`config.mk`:
```
export PLATFORM = sky130hd
export DESIGN_NAME = cpu_core
export DESIGN_NICKNAME = d
export VERILOG_FILES = /design/src/logic/cpu_pkg.sv /design/src/logic/cpu_core.sv /design/src/logic/cpu_datapath.sv /design/src/logic/cpu_alu.sv /design/src/logic/cpu_sequencer.sv /design/src/logic/cpu_decoder.sv
export SDC_FILE = /design/constraint.sdc
export NUM_CORES = 1
export LEC_CHECK = 0
export BUFFER_PORTS_ARGS = -buffer_cell sky130_fd_sc_hd__buf_2
export CAP_MARGIN = 30
export CORE_AREA = 2 2 155 157
export DETAILED_ROUTE_END_ITERATION = 10
export DIE_AREA = 0 0 157 159
export PLACE_DENSITY = 0.55
export RECOVER_POWER = 25
export SKIP_CTS_REPAIR_TIMING = 1
export SYNTH_ARGS = -nofsm -noshare
export SYNTH_HDL_FRONTEND = slang
export SYNTH_HIERARCHICAL = 1
export SYNTH_SLANG_ARGS = --single-unit
```
`constraint.sdc`:
```
create_clock -name clock -period 4.38 [get_ports clock]
set_clock_uncertainty 0.15 [all_clocks]
set_input_delay 0 -clock clock [delete_from_list [all_inputs] [get_ports clock]]
set_output_delay 0 -clock clock [all_outputs]
set_load 0.05 [all_outputs]
```
`src/logic/cpu_pkg.sv`:
```
package cpu_pkg;

    localparam int word_w = 16; // Address width
    localparam int byte_w = 8;  // Data width

    localparam logic [byte_w-1:0] reset_opcode       = 8'h4c;       // JMP absolute
    localparam logic [byte_w-1:0] branch_opcode_mask = 8'b???1_0000; // Bxx rel, use with ==?

    // Bus cycle of the current instruction
    typedef enum logic [2:0] {
        st_fetch,      // Opcode read, previous instruction retires
        st_operand,    // First byte after opcode
        st_addr_high,  // High byte of absolute address
        st_zero_page,  // Access at 00:operand
        st_absolute,   // Access at 16-bit operand
        st_branch_low, // PCL gets branch target
        st_branch_fix  // PCH fixup on page cross
    } cpu_state_e;

    // Group one operation, opcode bits 7:5
    typedef enum logic [2:0] {
        op_ora, op_and, op_eor, op_adc, op_sta, op_lda, op_cmp, op_sbc
    } alu_op_e;

    typedef enum logic [2:0] {
        mode_implied, mode_immediate, mode_zero_page, mode_absolute, mode_relative, mode_jump
    } addr_mode_e;

    // Internal bus drivers
    typedef enum logic [1:0] {bus_data, bus_alu, bus_count, bus_a} bus_src_e;

    typedef struct packed {
        logic n;
        logic v;
        logic z;
        logic c;
    } status_t;

    // Register and flag work done in the fetch cycle after the instruction
    typedef struct packed {
        alu_op_e  alu_op;
        logic     cmp_index; // Compare operand is X or Y, not A
        logic     cmp_x;     // X rather than Y
        bus_src_e bus_src;
        logic     load_a;
        logic     load_x;
        logic     load_y;
        logic     count_x;   // Counter input X, else Y
        logic     count_inc;
        logic     count_dec;
        logic     update_nz; // N and Z from bus
        logic     c_alu;
        logic     v_alu;
        logic     c_opcode;  // CLC or SEC
        logic     c_value;   // Opcode bit 5
        logic     v_clear;
    } retire_t;

    typedef struct packed {
        addr_mode_e mode;
        logic       store;
        logic [1:0] store_sel; // 00 Y, 01 A, 10 X
        retire_t    retire;
    } decode_t;

    typedef struct packed {
        logic       addr_pc;
        logic       addr_zero;
        logic       addr_abs;
        logic       pc_inc;
        logic       pc_load;       // PC from data_in and latch
        logic       pc_branch_low;
        logic       pc_branch_fix;
        logic       write;
        logic [1:0] store_sel;
        retire_t    retire;
    } control_t;

endpackage
```
`src/logic/cpu_core.sv`:
```
`timescale 1ns/1ps

module cpu_core import cpu_pkg::*;
#(
    parameter logic [word_w-1:0] reset_vector = 16'hfffc
)
(
    input  logic              clock,
    input  logic              reset,
    input  logic              enable,
    input  logic [byte_w-1:0] data_in,
    output logic [word_w-1:0] address,
    output logic [byte_w-1:0] data_out,
    output logic              write_enable,
    output logic              sync
);

    control_t          control;
    status_t           status;
    logic [byte_w-1:0] data_in_latched;
    logic              branch_cross;

    // Cycle FSM and opcode decode
    cpu_sequencer sequencer (
        .clock           (clock),
        .reset           (reset),
        .enable          (enable),
        .data_in         (data_in),
        .status          (status),
        .data_in_latched (data_in_latched),
        .branch_cross    (branch_cross),
        .control         (control),
        .sync            (sync)
    );

    // Registers, ALU and bus muxing
    cpu_datapath #(
        .reset_vector (reset_vector)
    ) datapath (
        .clock           (clock),
        .reset           (reset),
        .enable          (enable),
        .data_in         (data_in),
        .control         (control),
        .address         (address),
        .data_out        (data_out),
        .write_enable    (write_enable),
        .status          (status),
        .data_in_latched (data_in_latched),
        .branch_cross    (branch_cross)
    );

endmodule

```
`src/logic/cpu_datapath.sv`:
```
`timescale 1ns/1ps

module cpu_datapath import cpu_pkg::*;
#(
    parameter logic [word_w-1:0] reset_vector = 16'hfffc
)
(
    input  logic              clock,
    input  logic              reset,
    input  logic              enable,
    input  logic [byte_w-1:0] data_in,
    input  control_t          control,
    output logic [word_w-1:0] address,
    output logic [byte_w-1:0] data_out,
    output logic              write_enable,
    output status_t           status,
    output logic [byte_w-1:0] data_in_latched,
    output logic              branch_cross
);

    retire_t           retire;
    logic [word_w-1:0] pc;
    logic [word_w-1:0] pc_plus;
    logic [word_w-1:0] pc_next;
    logic [byte_w-1:0] reg_a;
    logic [byte_w-1:0] reg_x;
    logic [byte_w-1:0] reg_y;
    status_t           flags;
    logic [byte_w-1:0] data_latch; // Byte read last cycle
    logic [byte_w-1:0] data_prev;  // Byte before that
    logic [byte_w:0]   branch_sum;
    logic [byte_w:0]   branch_reg; // Target low byte with carry
    logic [byte_w-1:0] alu_a;
    logic [byte_w-1:0] alu_result;
    logic              alu_carry;
    logic              alu_overflow;
    logic              alu_carry_in;
    logic [byte_w-1:0] count_in;
    logic [byte_w-1:0] count_out;
    logic [byte_w-1:0] bus;

    assign retire = control.retire;

    assign alu_a        = retire.cmp_index ? (retire.cmp_x ? reg_x : reg_y) : reg_a;
    assign alu_carry_in = (retire.alu_op == op_cmp) | flags.c; // Compare has no borrow in

    cpu_alu alu (
        .a         (alu_a),
        .b         (data_latch),
        .carry_in  (alu_carry_in),
        .op        (retire.alu_op),
        .result    (alu_result),
        .carry_out (alu_carry),
        .overflow  (alu_overflow)
    );

    // Transfers pass through with no count
    assign count_in  = retire.count_x ? reg_x : reg_y;
    assign count_out = count_in + {byte_w{retire.count_dec}} + byte_w'(retire.count_inc);

    always_comb
    begin
        case (retire.bus_src)
            bus_data:  bus = data_latch;
            bus_alu:   bus = alu_result;
            bus_count: bus = count_out;
            default:   bus = reg_a;
        endcase
    end

    assign pc_plus    = pc + 1'b1;
    // Offset is on data_in in st_operand, base is the byte after it
    assign branch_sum = {1'b0, pc_plus[byte_w-1:0]} + {1'b0, data_in};

    always_comb
    begin
        if (control.pc_load)
            pc_next = {data_in, data_latch};
        else if (control.pc_branch_low)
            pc_next = {pc[word_w-1:byte_w], branch_reg[byte_w-1:0]};
        else if (control.pc_branch_fix)
            pc_next = {pc[word_w-1:byte_w] + (branch_reg[byte_w] ? 8'h01 : 8'hff),
                       pc[byte_w-1:0]}; // Carry forward, else borrow
        else if (control.pc_inc)
            pc_next = pc_plus;
        else
            pc_next = pc;
    end

    assign address = ({word_w{control.addr_pc}}   & pc)
                   | ({word_w{control.addr_zero}} & {{byte_w{1'b0}}, data_latch})
                   | ({word_w{control.addr_abs}}  & {data_latch, data_prev});

    always_comb
    begin
        case (control.store_sel)
            2'b00:   data_out = reg_y;
            2'b10:   data_out = reg_x;
            default: data_out = reg_a;
        endcase
    end

    assign write_enable    = control.write;
    assign status          = flags;
    assign data_in_latched = data_latch;
    assign branch_cross    = branch_reg[byte_w];

    always_ff @(posedge clock)
    begin
        if (reset)
        begin
            pc    <= reset_vector;
            flags <= '0;
        end
        else if (enable)
        begin
            pc <= pc_next;
            if (retire.update_nz)
            begin
                flags.n <= bus[byte_w-1];
                flags.z <= bus == '0;
            end
            if (retire.c_opcode)
                flags.c <= retire.c_value;
            else if (retire.c_alu)
                flags.c <= alu_carry;
            if (retire.v_clear)
                flags.v <= 1'b0;
            else if (retire.v_alu)
                flags.v <= alu_overflow;
        end
    end

    always_ff @(posedge clock)
    begin
        if (enable)
        begin
            data_latch <= data_in;
            data_prev  <= data_latch;
            if (!control.pc_branch_low && !control.pc_branch_fix)
                branch_reg <= branch_sum; // Held through both branch cycles
            if (retire.load_a)
                reg_a <= bus;
            if (retire.load_x)
                reg_x <= bus;
            if (retire.load_y)
                reg_y <= bus;
        end
    end

endmodule

```
`src/logic/cpu_alu.sv`:
```
`timescale 1ns/1ps

module cpu_alu import cpu_pkg::*;
(
    input  logic [byte_w-1:0] a,
    input  logic [byte_w-1:0] b,
    input  logic              carry_in,
    input  alu_op_e           op,
    output logic [byte_w-1:0] result,
    output logic              carry_out,
    output logic              overflow
);

    logic [byte_w-1:0] b_operand;
    logic [byte_w-1:0] sum;

    // Subtract as add of the complement
    assign b_operand = (op == op_cmp || op == op_sbc) ? ~b : b;

    assign {carry_out, sum} = {1'b0, a} + {1'b0, b_operand} + (byte_w + 1)'(carry_in);

    // Same operand signs but the sum differs
    assign overflow = (a[byte_w-1] == b_operand[byte_w-1]) && (sum[byte_w-1] != a[byte_w-1]);

    always_comb
    begin
        case (op)
            op_ora:  result = a | b;
            op_and:  result = a & b;
            op_eor:  result = a ^ b;
            default: result = sum; // ADC SBC CMP
        endcase
    end

endmodule

```
`src/logic/cpu_sequencer.sv`:
```
`timescale 1ns/1ps

module cpu_sequencer import cpu_pkg::*;
(
    input  logic              clock,
    input  logic              reset,
    input  logic              enable,
    input  logic [byte_w-1:0] data_in,
    input  status_t           status,
    input  logic [byte_w-1:0] data_in_latched,
    input  logic              branch_cross,
    output control_t          control,
    output logic              sync
);

    cpu_state_e        state;
    cpu_state_e        next_state;
    logic [byte_w-1:0] opcode;
    decode_t           decode;
    logic [3:0]        branch_flags;
    logic              branch_taken;
    logic              page_cross;

    cpu_decoder decoder (
        .opcode (opcode),
        .decode (decode)
    );

    // BPL BMI, BVC BVS, BCC BCS, BNE BEQ
    assign branch_flags = {status.z, status.c, status.v, status.n};
    assign branch_taken = branch_flags[opcode[7:6]] == opcode[5];
    // Offset still in the latch, a negative one inverts the carry
    assign page_cross   = branch_cross ^ data_in_latched[7];
    assign sync         = state == st_fetch;

    always_comb
    begin
        control    = '0;
        next_state = st_fetch;
        case (state)
            st_fetch:
            begin
                control.addr_pc = 1'b1;
                control.pc_inc  = 1'b1;
                control.retire  = decode.retire; // Opcode reg still holds the last instruction
                next_state      = st_operand;
            end
            st_operand:
            begin
                control.addr_pc = 1'b1;
                control.pc_inc  = decode.mode != mode_implied; // Dummy read for implied
                case (decode.mode)
                    mode_zero_page:           next_state = st_zero_page;
                    mode_absolute, mode_jump: next_state = st_addr_high;
                    mode_relative:            next_state = branch_taken ? st_branch_low : st_fetch;
                    default:                  next_state = st_fetch;
                endcase
            end
            st_addr_high:
            begin
                control.addr_pc = 1'b1;
                control.pc_load = decode.mode == mode_jump; // JMP ends here
                control.pc_inc  = decode.mode != mode_jump;
                next_state      = (decode.mode == mode_jump) ? st_fetch : st_absolute;
            end
            st_zero_page, st_absolute:
            begin
                control.addr_zero = state == st_zero_page;
                control.addr_abs  = state == st_absolute;
                control.write     = decode.store; // Stores write in the last cycle
                control.store_sel = decode.store_sel;
            end
            st_branch_low:
            begin
                control.addr_pc       = 1'b1;
                control.pc_branch_low = 1'b1;
                next_state            = page_cross ? st_branch_fix : st_fetch;
            end
            st_branch_fix:
            begin
                control.addr_pc       = 1'b1;
                control.pc_branch_fix = 1'b1;
            end
            default: ;
        endcase
    end

    always_ff @(posedge clock)
    begin
        if (reset)
        begin
            state  <= st_operand;   // Vector read through a JMP
            opcode <= reset_opcode;
        end
        else if (enable)
        begin
            state <= next_state;
            if (state == st_fetch)
                opcode <= data_in;
        end
    end

endmodule

```
`src/logic/cpu_decoder.sv`:
```
`timescale 1ns/1ps

module cpu_decoder import cpu_pkg::*;
(
    input  logic [byte_w-1:0] opcode,
    output decode_t           decode
);

    logic [2:0] bbb;       // Addressing field
    logic [1:0] cc;        // Group field
    logic       mem_form;  // Zero page or absolute
    logic       group_one;
    logic       group_xy;  // LDX LDY STX STY CPX CPY
    logic       use_x;
    addr_mode_e operand_mode;

    assign bbb      = opcode[4:2];
    assign cc       = opcode[1:0];
    assign mem_form = (bbb == 3'b001) || (bbb == 3'b011);
    assign operand_mode = (bbb == 3'b001) ? mode_zero_page :
                          (bbb == 3'b011) ? mode_absolute : mode_immediate;

    // No STA immediate
    assign group_one = (cc == 2'b01) && (mem_form || bbb == 3'b010) && (opcode != 8'h89);
    // Immediate form only for loads and compares
    assign group_xy  = opcode[7] && (cc == 2'b00 || (cc == 2'b10 && !opcode[6]))
                       && (mem_form || (bbb == 3'b000 && opcode[6:5] != 2'b00));
    assign use_x     = opcode[1] || (opcode[7:5] == 3'b111); // CPX is in the Y column

    always_comb
    begin
        decode = '0; // Unknown opcodes stay implied with no effect
        if (group_one)
        begin
            decode.mode             = operand_mode;
            decode.retire.alu_op    = alu_op_e'(opcode[7:5]);
            decode.retire.update_nz = opcode[7:5] != 3'b100;
            decode.retire.bus_src   = bus_alu;
            case (alu_op_e'(opcode[7:5]))
                op_sta:
                begin
                    decode.store     = 1'b1;
                    decode.store_sel = cc;
                end
                op_lda:
                begin
                    decode.retire.bus_src = bus_data;
                    decode.retire.load_a  = 1'b1;
                end
                op_cmp: decode.retire.c_alu = 1'b1;
                default:
                begin
                    decode.retire.load_a = 1'b1;
                    decode.retire.c_alu  = opcode[6:5] == 2'b11; // ADC and SBC
                    decode.retire.v_alu  = opcode[6:5] == 2'b11;
                end
            endcase
        end
        else if (group_xy)
        begin
            decode.mode = operand_mode;
            case (opcode[7:5])
                3'b100:
                begin
                    decode.store     = 1'b1;
                    decode.store_sel = cc; // Same coding as STA
                end
                3'b101:
                begin
                    decode.retire.bus_src   = bus_data;
                    decode.retire.load_x    = use_x;
                    decode.retire.load_y    = !use_x;
                    decode.retire.update_nz = 1'b1;
                end
                default:
                begin
                    decode.retire.alu_op    = op_cmp;
                    decode.retire.cmp_index = 1'b1;
                    decode.retire.cmp_x     = use_x;
                    decode.retire.bus_src   = bus_alu;
                    decode.retire.update_nz = 1'b1;
                    decode.retire.c_alu     = 1'b1;
                end
            endcase
        end
        else if (opcode ==? branch_opcode_mask)
            decode.mode = mode_relative;
        else
        begin
            case (opcode)
                8'haa, 8'ha8: // TAX TAY
                begin
                    decode.retire.bus_src = bus_a;
                    decode.retire.load_x  = opcode[1];
                    decode.retire.load_y  = !opcode[1];
                end
                8'h8a, 8'h98: // TXA TYA
                begin
                    decode.retire.bus_src = bus_count;
                    decode.retire.count_x = opcode[1];
                    decode.retire.load_a  = 1'b1;
                end
                8'he8, 8'hc8, 8'hca, 8'h88: // INX INY DEX DEY
                begin
                    decode.retire.bus_src   = bus_count;
                    decode.retire.count_x   = (opcode == 8'he8) || (opcode == 8'hca);
                    decode.retire.count_inc = opcode[6] && !opcode[1];
                    decode.retire.count_dec = !opcode[6] || opcode[1];
                    decode.retire.load_x    = (opcode == 8'he8) || (opcode == 8'hca);
                    decode.retire.load_y    = (opcode == 8'hc8) || (opcode == 8'h88);
                end
                8'h18, 8'h38:
                begin
                    decode.retire.c_opcode = 1'b1;
                    decode.retire.c_value  = opcode[5];
                end
                8'hb8: decode.retire.v_clear = 1'b1;
                8'h4c: decode.mode = mode_jump;
                default: ;
            endcase
            // Every register op above sets N and Z
            decode.retire.update_nz = decode.retire.load_a | decode.retire.load_x
                                      | decode.retire.load_y;
        end
    end

endmodule

```
==> flow_metrics.env, run 1 <==
export IMPL_die_area_um2=25000
export IMPL_ys_ff_latch=80
export IMPL_syn_area_per_cell_um2=8.92
export IMPL_status="finished clean"
export IMPL_cts_sinks=80
export IMPL_final_cells=1161
export IMPL_numCtsBuffers=9
export IMPL_synth_common_cells="64 x nand2_1, 50 x inv_1, 49 x a21oi_1, 49 x edfxtp_1, 47 x nor2_1"
export IMPL_p_leak_nw=3.05
export IMPL_die_w_um=157
export IMPL_synth_area_um2=6860
export IMPL_dp_hpwl_um=15200
export IMPL_gp_congestion=0.837
export IMPL_stdcell_area_um2=8160
export IMPL_synth_edf_count=49
export IMPL_largest_reg_flops=16
export IMPL_max_vdd_ir_drop_mv=0.370
export IMPL_dp_cells=1129
export IMPL_fmax_ghz=0.236
export IMPL_antenna_found_initial=0
export IMPL_clk_pin_slew_ps=70
export IMPL_synthTopCellsByArea="edfxtp_1 21%, dfxtp_1 9.0%, ha_1 8.0%"
export IMPL_ios=37
export IMPL_crit_required_ps=4490
export IMPL_critPathCaptureType="register"
export IMPL_overflow=0
export IMPL_ys_types=81
export IMPL_row_count=56
export IMPL_antenna_diode_count=0
export IMPL_start_util=0.296
export IMPL_cts_root_buf="clkbuf_16"
export IMPL_max_cap_violations=0
export IMPL_gr_usage_all_layers=0.164
export IMPL_cp_arrival_ps=4350
export IMPL_nFillCells=2422
export IMPL_synth_cells=769
export IMPL_wire_per_inst_um=17.4
export IMPL_drive_gt1_frac=0.179
export IMPL_finalSetupViolCount=0
export IMPL_powerDensity_nw_per_um2=470
export IMPL_grt_max_degree=41
export IMPL_fin_crit_ps=4240
export IMPL_yosys_area_top_type="edfxtp_1"
export IMPL_syn_to_final_growth_pct=18.9
export IMPL_yosysTopAreaCellShare=0.214
export IMPL_synth_nets=830
export IMPL_clock_path_buffers=2
export IMPL_grt_pass1_vias=5679
export IMPL_post_route_util=0.352
export IMPL_period_share=0.967
export IMPL_grt_pass1_wl_um=31700
export IMPL_worstPathMaxFanout=7
export IMPL_cts_htree_levels=3
export IMPL_drt_first_pass_iters=6
export IMPL_hold_viol=0
export IMPL_finalMaxSlewViolations=0
export IMPL_hp_start="enable"
export IMPL_cts_tree="built"
export IMPL_drcViolationCount=0
export IMPL_place_area_um2=7660
export IMPL_reg2reg_from="sequencer/opcode[0]"
export IMPL_critPathLaunchType="register"
export IMPL_worst_pin_slew_ps=786
export IMPL_nets=898
export IMPL_critPathKind="reg -> reg"
export IMPL_ant_nets=0
export IMPL_synth_ff_type="edfxtp_1"
export IMPL_yosysMostFrequentCell="nand2_1"
export IMPL_reg2reg_slack_ps=140
export IMPL_vias=5970
export IMPL_die_h_um=159
export IMPL_drt_wl_total_um=20200
export IMPL_vias_per_cell=5.14
export IMPL_slew_headroom=0.475
export IMPL_dr_first_iter_drc_count=485
export IMPL_core_region_area_um2=23200
export IMPL_seq_area_frac_synth=0.305
export IMPL_yosysWarnings=6
export IMPL_hold_class="in -> reg"
export IMPL_async_reset_ff_frac=0
export IMPL_power_mw=3.84
export IMPL_cp_startpoint="sequencer/opcode[0]"
export IMPL_clk_latency_ps=350
export IMPL_io_buffers=36
## where the power goes
group	leakage [nW]	internal, mW	switching (mW)
Clock	0.141	0.422	0.330
Combinational	2.20	0.737	1.23
Sequential	0.713	0.958	0.161
Total	3.05	2.12	1.72
## cell families (layout without fill, tap and decap cells)
group / count (synthesis) / count (layout) / share of synthesized area
compound gates: 189 / 189 / 0.195
xor+xnor: 41 / 41 / 0.0534
fa+ha+maj: 50 / 50 / 0.0978
buf+inv: 91 / 164 / 0.0538
flops: 80 / 80 / 0.305
mux: 42 / 42 / 0.0781
simple gates: 276 / 276 / 0.217
## through the flow
| step | hold WS (ps) | setup TNS, ps | setup slack [ps] |
|---|---|---|---|
| 3_5_place_dp | 165 | -12.2 | -12.2 |
| 6_report | 82.9 | 0 | 143 |
| 2_1_floorplan | -51.1 | 0 | 23.8 |
| 4_1_cts | -205 | -38.8 | -38.8 |
| 3_3_place_gp | 169 | 0 | 4.06 |
| 5_1_grt | 104 | -10.9 | -10.9 |
## worst max-delay path, stage by stage (launching register included)
cell	delay (ps)
dfxtp_1	310
or3b_4	430
nor4_4	250
and2_4	200
buf_12	130
mux2i_1	190
a21oi_1	110
buf_4	150
ha_1	310
a21o_1	180
a21oi_2	140
xor2_1	170
o22ai_1	120
mux4_2	550
or4_4	570
o31ai_4	170
## final timing paths
| check | end | cells after the start |
|---|---|---|
| worst max register to register | datapath/status[1] | 15 |
| worst min-delay path | datapath/status[0] | 3 |
| worst min register to register | datapath/status[3] | 2 |
| worst max-delay path | datapath/status[1] | 15 |
## per-layer routing
metal | GRT usage | part of all wire | up-vias
li1 | - | - | 2960
met1 | 0.226 | 0.47 | 2850
met2 | 0.269 | 0.47 | 138
met3 | 0.0253 | 0.041 | 22
met4 | 0.0400 | 0.013 | 0
met5 | 0 | 0 | -
## layout by cell type (no fill, tap or decap), types with 9 or more instances in the layout
| master | count |
|---|---|
| clkbuf_1 | 13 |
| nor2b_1 | 23 |
| edfxtp_1 | 49 |
| buf_2 | 27 |
| o21ai_0 | 32 |
| o21a_1 | 9 |
| ha_1 | 44 |
| nor2_1 | 47 |
| a21oi_1 | 46 |
| clkbuf_16 | 10 |
| inv_1 | 50 |
| nor3_1 | 22 |
| xor2_1 | 12 |
| mux2i_1 | 23 |
| nand2_1 | 63 |
| nand3_1 | 16 |
| nand2b_1 | 14 |
| dlygate4sd3_1 | 9 |
| xnor2_1 | 27 |
| buf_4 | 48 |
| dfxtp_1 | 30 |
| and2_1 | 26 |
## cell type report
cell class / instances / area (um^2) / area share
Timing Repair Buffer: 97 / 651 / 0.0798
Clock inverter: 5 / 38.8 / 0.00476
Clock buffer: 11 / 254 / 0.0311
Sequential cell: 80 / 2090 / 0.257
Inverter: 51 / 191 / 0.0235
Multi-Input combinational cell: 598 / 4530 / 0.555
Tap cell: 319 / 399 / 0.0489
Power figures use the tool's default switching activity.
==> run 2, diff against run 1 <==
--- a/config.mk
+++ b/config.mk
@@ -7,13 +7,12 @@
 export LEC_CHECK = 0
 export BUFFER_PORTS_ARGS = -buffer_cell sky130_fd_sc_hd__buf_2
 export CAP_MARGIN = 30
-export CORE_AREA = 2 2 155 157
+export CORE_AREA = 2 2 152 154
 export DETAILED_ROUTE_END_ITERATION = 10
-export DIE_AREA = 0 0 157 159
+export DIE_AREA = 0 0 154 156
 export PLACE_DENSITY = 0.55
 export RECOVER_POWER = 25
 export SKIP_CTS_REPAIR_TIMING = 1
 export SYNTH_ARGS = -nofsm -noshare
 export SYNTH_HDL_FRONTEND = slang
-export SYNTH_HIERARCHICAL = 1
 export SYNTH_SLANG_ARGS = --single-unit
==> run 2 against run 1 <==
Against the previous run:
- register-to-register slack improved by 120 ps
- synthesized cell count up 0.13%
- cell count down 3.2%
- global-route usage increased by 0.86 points
- largest power group is now sequential cells
==> flow_metrics.env, run 2 <==
export IMPL_critPathKind="reg -> reg"
export IMPL_antenna_found_initial=0
export IMPL_slew_headroom=0.108
export IMPL_drt_wl_total_um=20300
export IMPL_dr_first_iter_drc_count=437
export IMPL_max_vdd_ir_drop_mv=0.193
export IMPL_wire_per_inst_um=18.1
export IMPL_synth_common_cells="78 x nand2_1, 67 x nor2_1, 64 x a21oi_1"
export IMPL_cts_htree_levels=3
export IMPL_final_cells=1124
export IMPL_synth_ff_type="edfxtp_1"
export IMPL_syn_area_per_cell_um2=8.64
export IMPL_ys_types=75
export IMPL_powerDensity_nw_per_um2=327
export IMPL_drcViolationCount=0
export IMPL_cts_tree="built"
export IMPL_clk_latency_ps=350
export IMPL_status="finished clean"
export IMPL_die_area_um2=24000
export IMPL_hold_viol=0
export IMPL_grt_pass1_wl_um=32500
export IMPL_grt_use_met1=0.226
export IMPL_core_region_area_um2=22400
export IMPL_cp_arrival_ps=4050
export IMPL_worstPathMaxFanout=7
export IMPL_p_leak_nw=3.12
export IMPL_nets=895
export IMPL_ios=37
export IMPL_worst_pin_slew_ps=1340
export IMPL_cpMostUsedCell="a21oi_1"
export IMPL_row_count=55
export IMPL_crit_required_ps=4310
export IMPL_yosysWarnings=0
export IMPL_gp_congestion=0.838
export IMPL_top_usage_layer="met2"
export IMPL_synthTopCellsByArea="edfxtp_1 22%, dfxtp_1 9.3%, ha_1 8.3%"
export IMPL_seq_area_frac_synth=0.314
export IMPL_synth_nets=831
export IMPL_vias=5982
export IMPL_numCtsBuffers=9
export IMPL_tns_ps=0
export IMPL_clock_path_buffers=2
export IMPL_slowest_delay_ps=520
export IMPL_finalSetupViolCount=0
export IMPL_cts_root_buf="clkbuf_16"
export IMPL_overflow=0
export IMPL_yosysTopAreaCellShare=0.221
export IMPL_cp_cell_sequence="nand2b_2 -> or4_4 -> a211oi_4 -> and2_4 -> nand2_1 -> buf_4 -> mux2_2 -> ha_1 -> a21o_1 -> a21oi_1 -> nand2b_1 -> a21oi_1 -> o21a_1 -> nor2_1 -> xnor2_1 -> a311oi_2 -> inv_1"
export IMPL_yosysMostFrequentCell="nand2_1"
export IMPL_final_common_cell="nand2_1"
export IMPL_rsz0062_at_grt="yes"
export IMPL_synth_edf_count=49
export IMPL_power_mw=2.55
export IMPL_ys_ff_latch=80
export IMPL_die_h_um=156
export IMPL_dp_cells=1096
export IMPL_crit_family="simple AND/OR/NAND/NOR gates"
export IMPL_max_cap_violations=0
export IMPL_cp_slowest_cell="or4_4"
export IMPL_synth_area_um2=6660
export IMPL_synth_cells=770
export IMPL_antenna_diode_count=0
export IMPL_clk_pin_slew_ps=70
export IMPL_cts_sinks=80
export IMPL_async_reset_ff_frac=0
export IMPL_start_util=0.298
export IMPL_hold_ws_ps=58.7
export IMPL_post_route_util=0.348
export IMPL_grt_max_degree=43
export IMPL_period_share=0.941
export IMPL_vias_per_cell=5.32
export IMPL_syn_to_final_growth_pct=17.1
export IMPL_finalMaxSlewViolations=0
export IMPL_dp_hpwl_um=15400
export IMPL_critPathCaptureType="register"
export IMPL_drive_gt1_frac=0.142
export IMPL_hold_class="in -> reg"
export IMPL_fmax_ghz=0.243
export IMPL_yosys_area_top_type="edfxtp_1"
export IMPL_grt_pass1_vias=5825
export IMPL_layout_common_cells="78 x nand2_1, 66 x nor2_1, 62 x a21oi_1"
export IMPL_critPathLaunchType="register"
export IMPL_die_w_um=154
export IMPL_io_buffers=36
export IMPL_cp_num_buf_inv=2
export IMPL_use_met3=0.0303
export IMPL_largest_reg_flops=16
export IMPL_gr_usage_all_layers=0.173
export IMPL_fin_crit_ps=4120
export IMPL_drt_first_pass_iters=5
export IMPL_ant_nets=0
export IMPL_gr_usage_met2=0.292
-- run 2: power by group --
group,total (mW),internal (mW),switching [mW],leakage (nW)
registers,0.951,0.873,0.0776,0.714
logic,0.845,0.325,0.520,2.26
clock network,0.750,0.408,0.342,0.146
total,2.55,1.61,0.939,3.12
-- run 2: path summary, 6_finish.rpt --
| path | start | end | slack, ps | cells past startpoint |
|---|---|---|---|---|
| setup reg to reg | sequencer.opcode[2] | datapath.reg_a[7] | 260 | 17 |
| setup / recovery | sequencer.opcode[2] | datapath.reg_a[7] | 260 | 17 |
| hold / removal | reset | datapath.pc[1] | 60 | 2 |
| hold reg to reg | datapath.status[3] | datapath.status[3] | 380 | 2 |
-- run 2: area by class of cell --
| cell class | instances | area [um^2] |
|---|---|---|
| Clock inverter | 6 | 48.8 |
| Tap cell | 285 | 357 |
| Inverter | 40 | 150 |
| Sequential cell | 80 | 2090 |
| Clock buffer | 10 | 239 |
| Timing Repair Buffer | 91 | 613 |
| Multi-Input combinational cell | 612 | 4290 |
| Fill cell | 2305 | 14600 |
-- run 2: worst register-to-register path, stage by stage, from the launching register on --
cell and delay, ps:
dfxtp_1 320, nand2b_2 200, or4_4 520, a211oi_4 230, and2_4 190, nand2_1 70
buf_4 170, mux2_2 290, ha_1 280, a21o_1 180, a21oi_1 170, nand2b_1 160
a21oi_1 90, o21a_1 170, nor2_1 140, xnor2_1 90, a311oi_2 330, inv_1 130
-- run 2: logic make-up after synthesis --
family	after synthesis	share of synthesized area
buf+inv	78	0.0461
flops	80	0.314
compound gates	247	0.258
mux	22	0.0363
fa+ha+maj	50	0.101
xor+xnor	45	0.0592
simple gates	248	0.185
-- run 2: metal layers --
layer	vias up	wire, um	share of wire
met1	2849	9070	0.45
met3	27	1000	0.049
li1	2952	-	-
met2	154	9840	0.48
met4	0	412	0.020
met5	-	0	0
-- run 2: per-stage QoR --
step / worst slack [ps] / cell area, um^2
6_report: 260 / 7790
5_1_grt: -3.66 / 7790
4_1_cts: 12.7 / 7660
3_5_place_dp: 33.0 / 7370
3_3_place_gp: 171 / 7370
2_1_floorplan: 39.4 / 6660
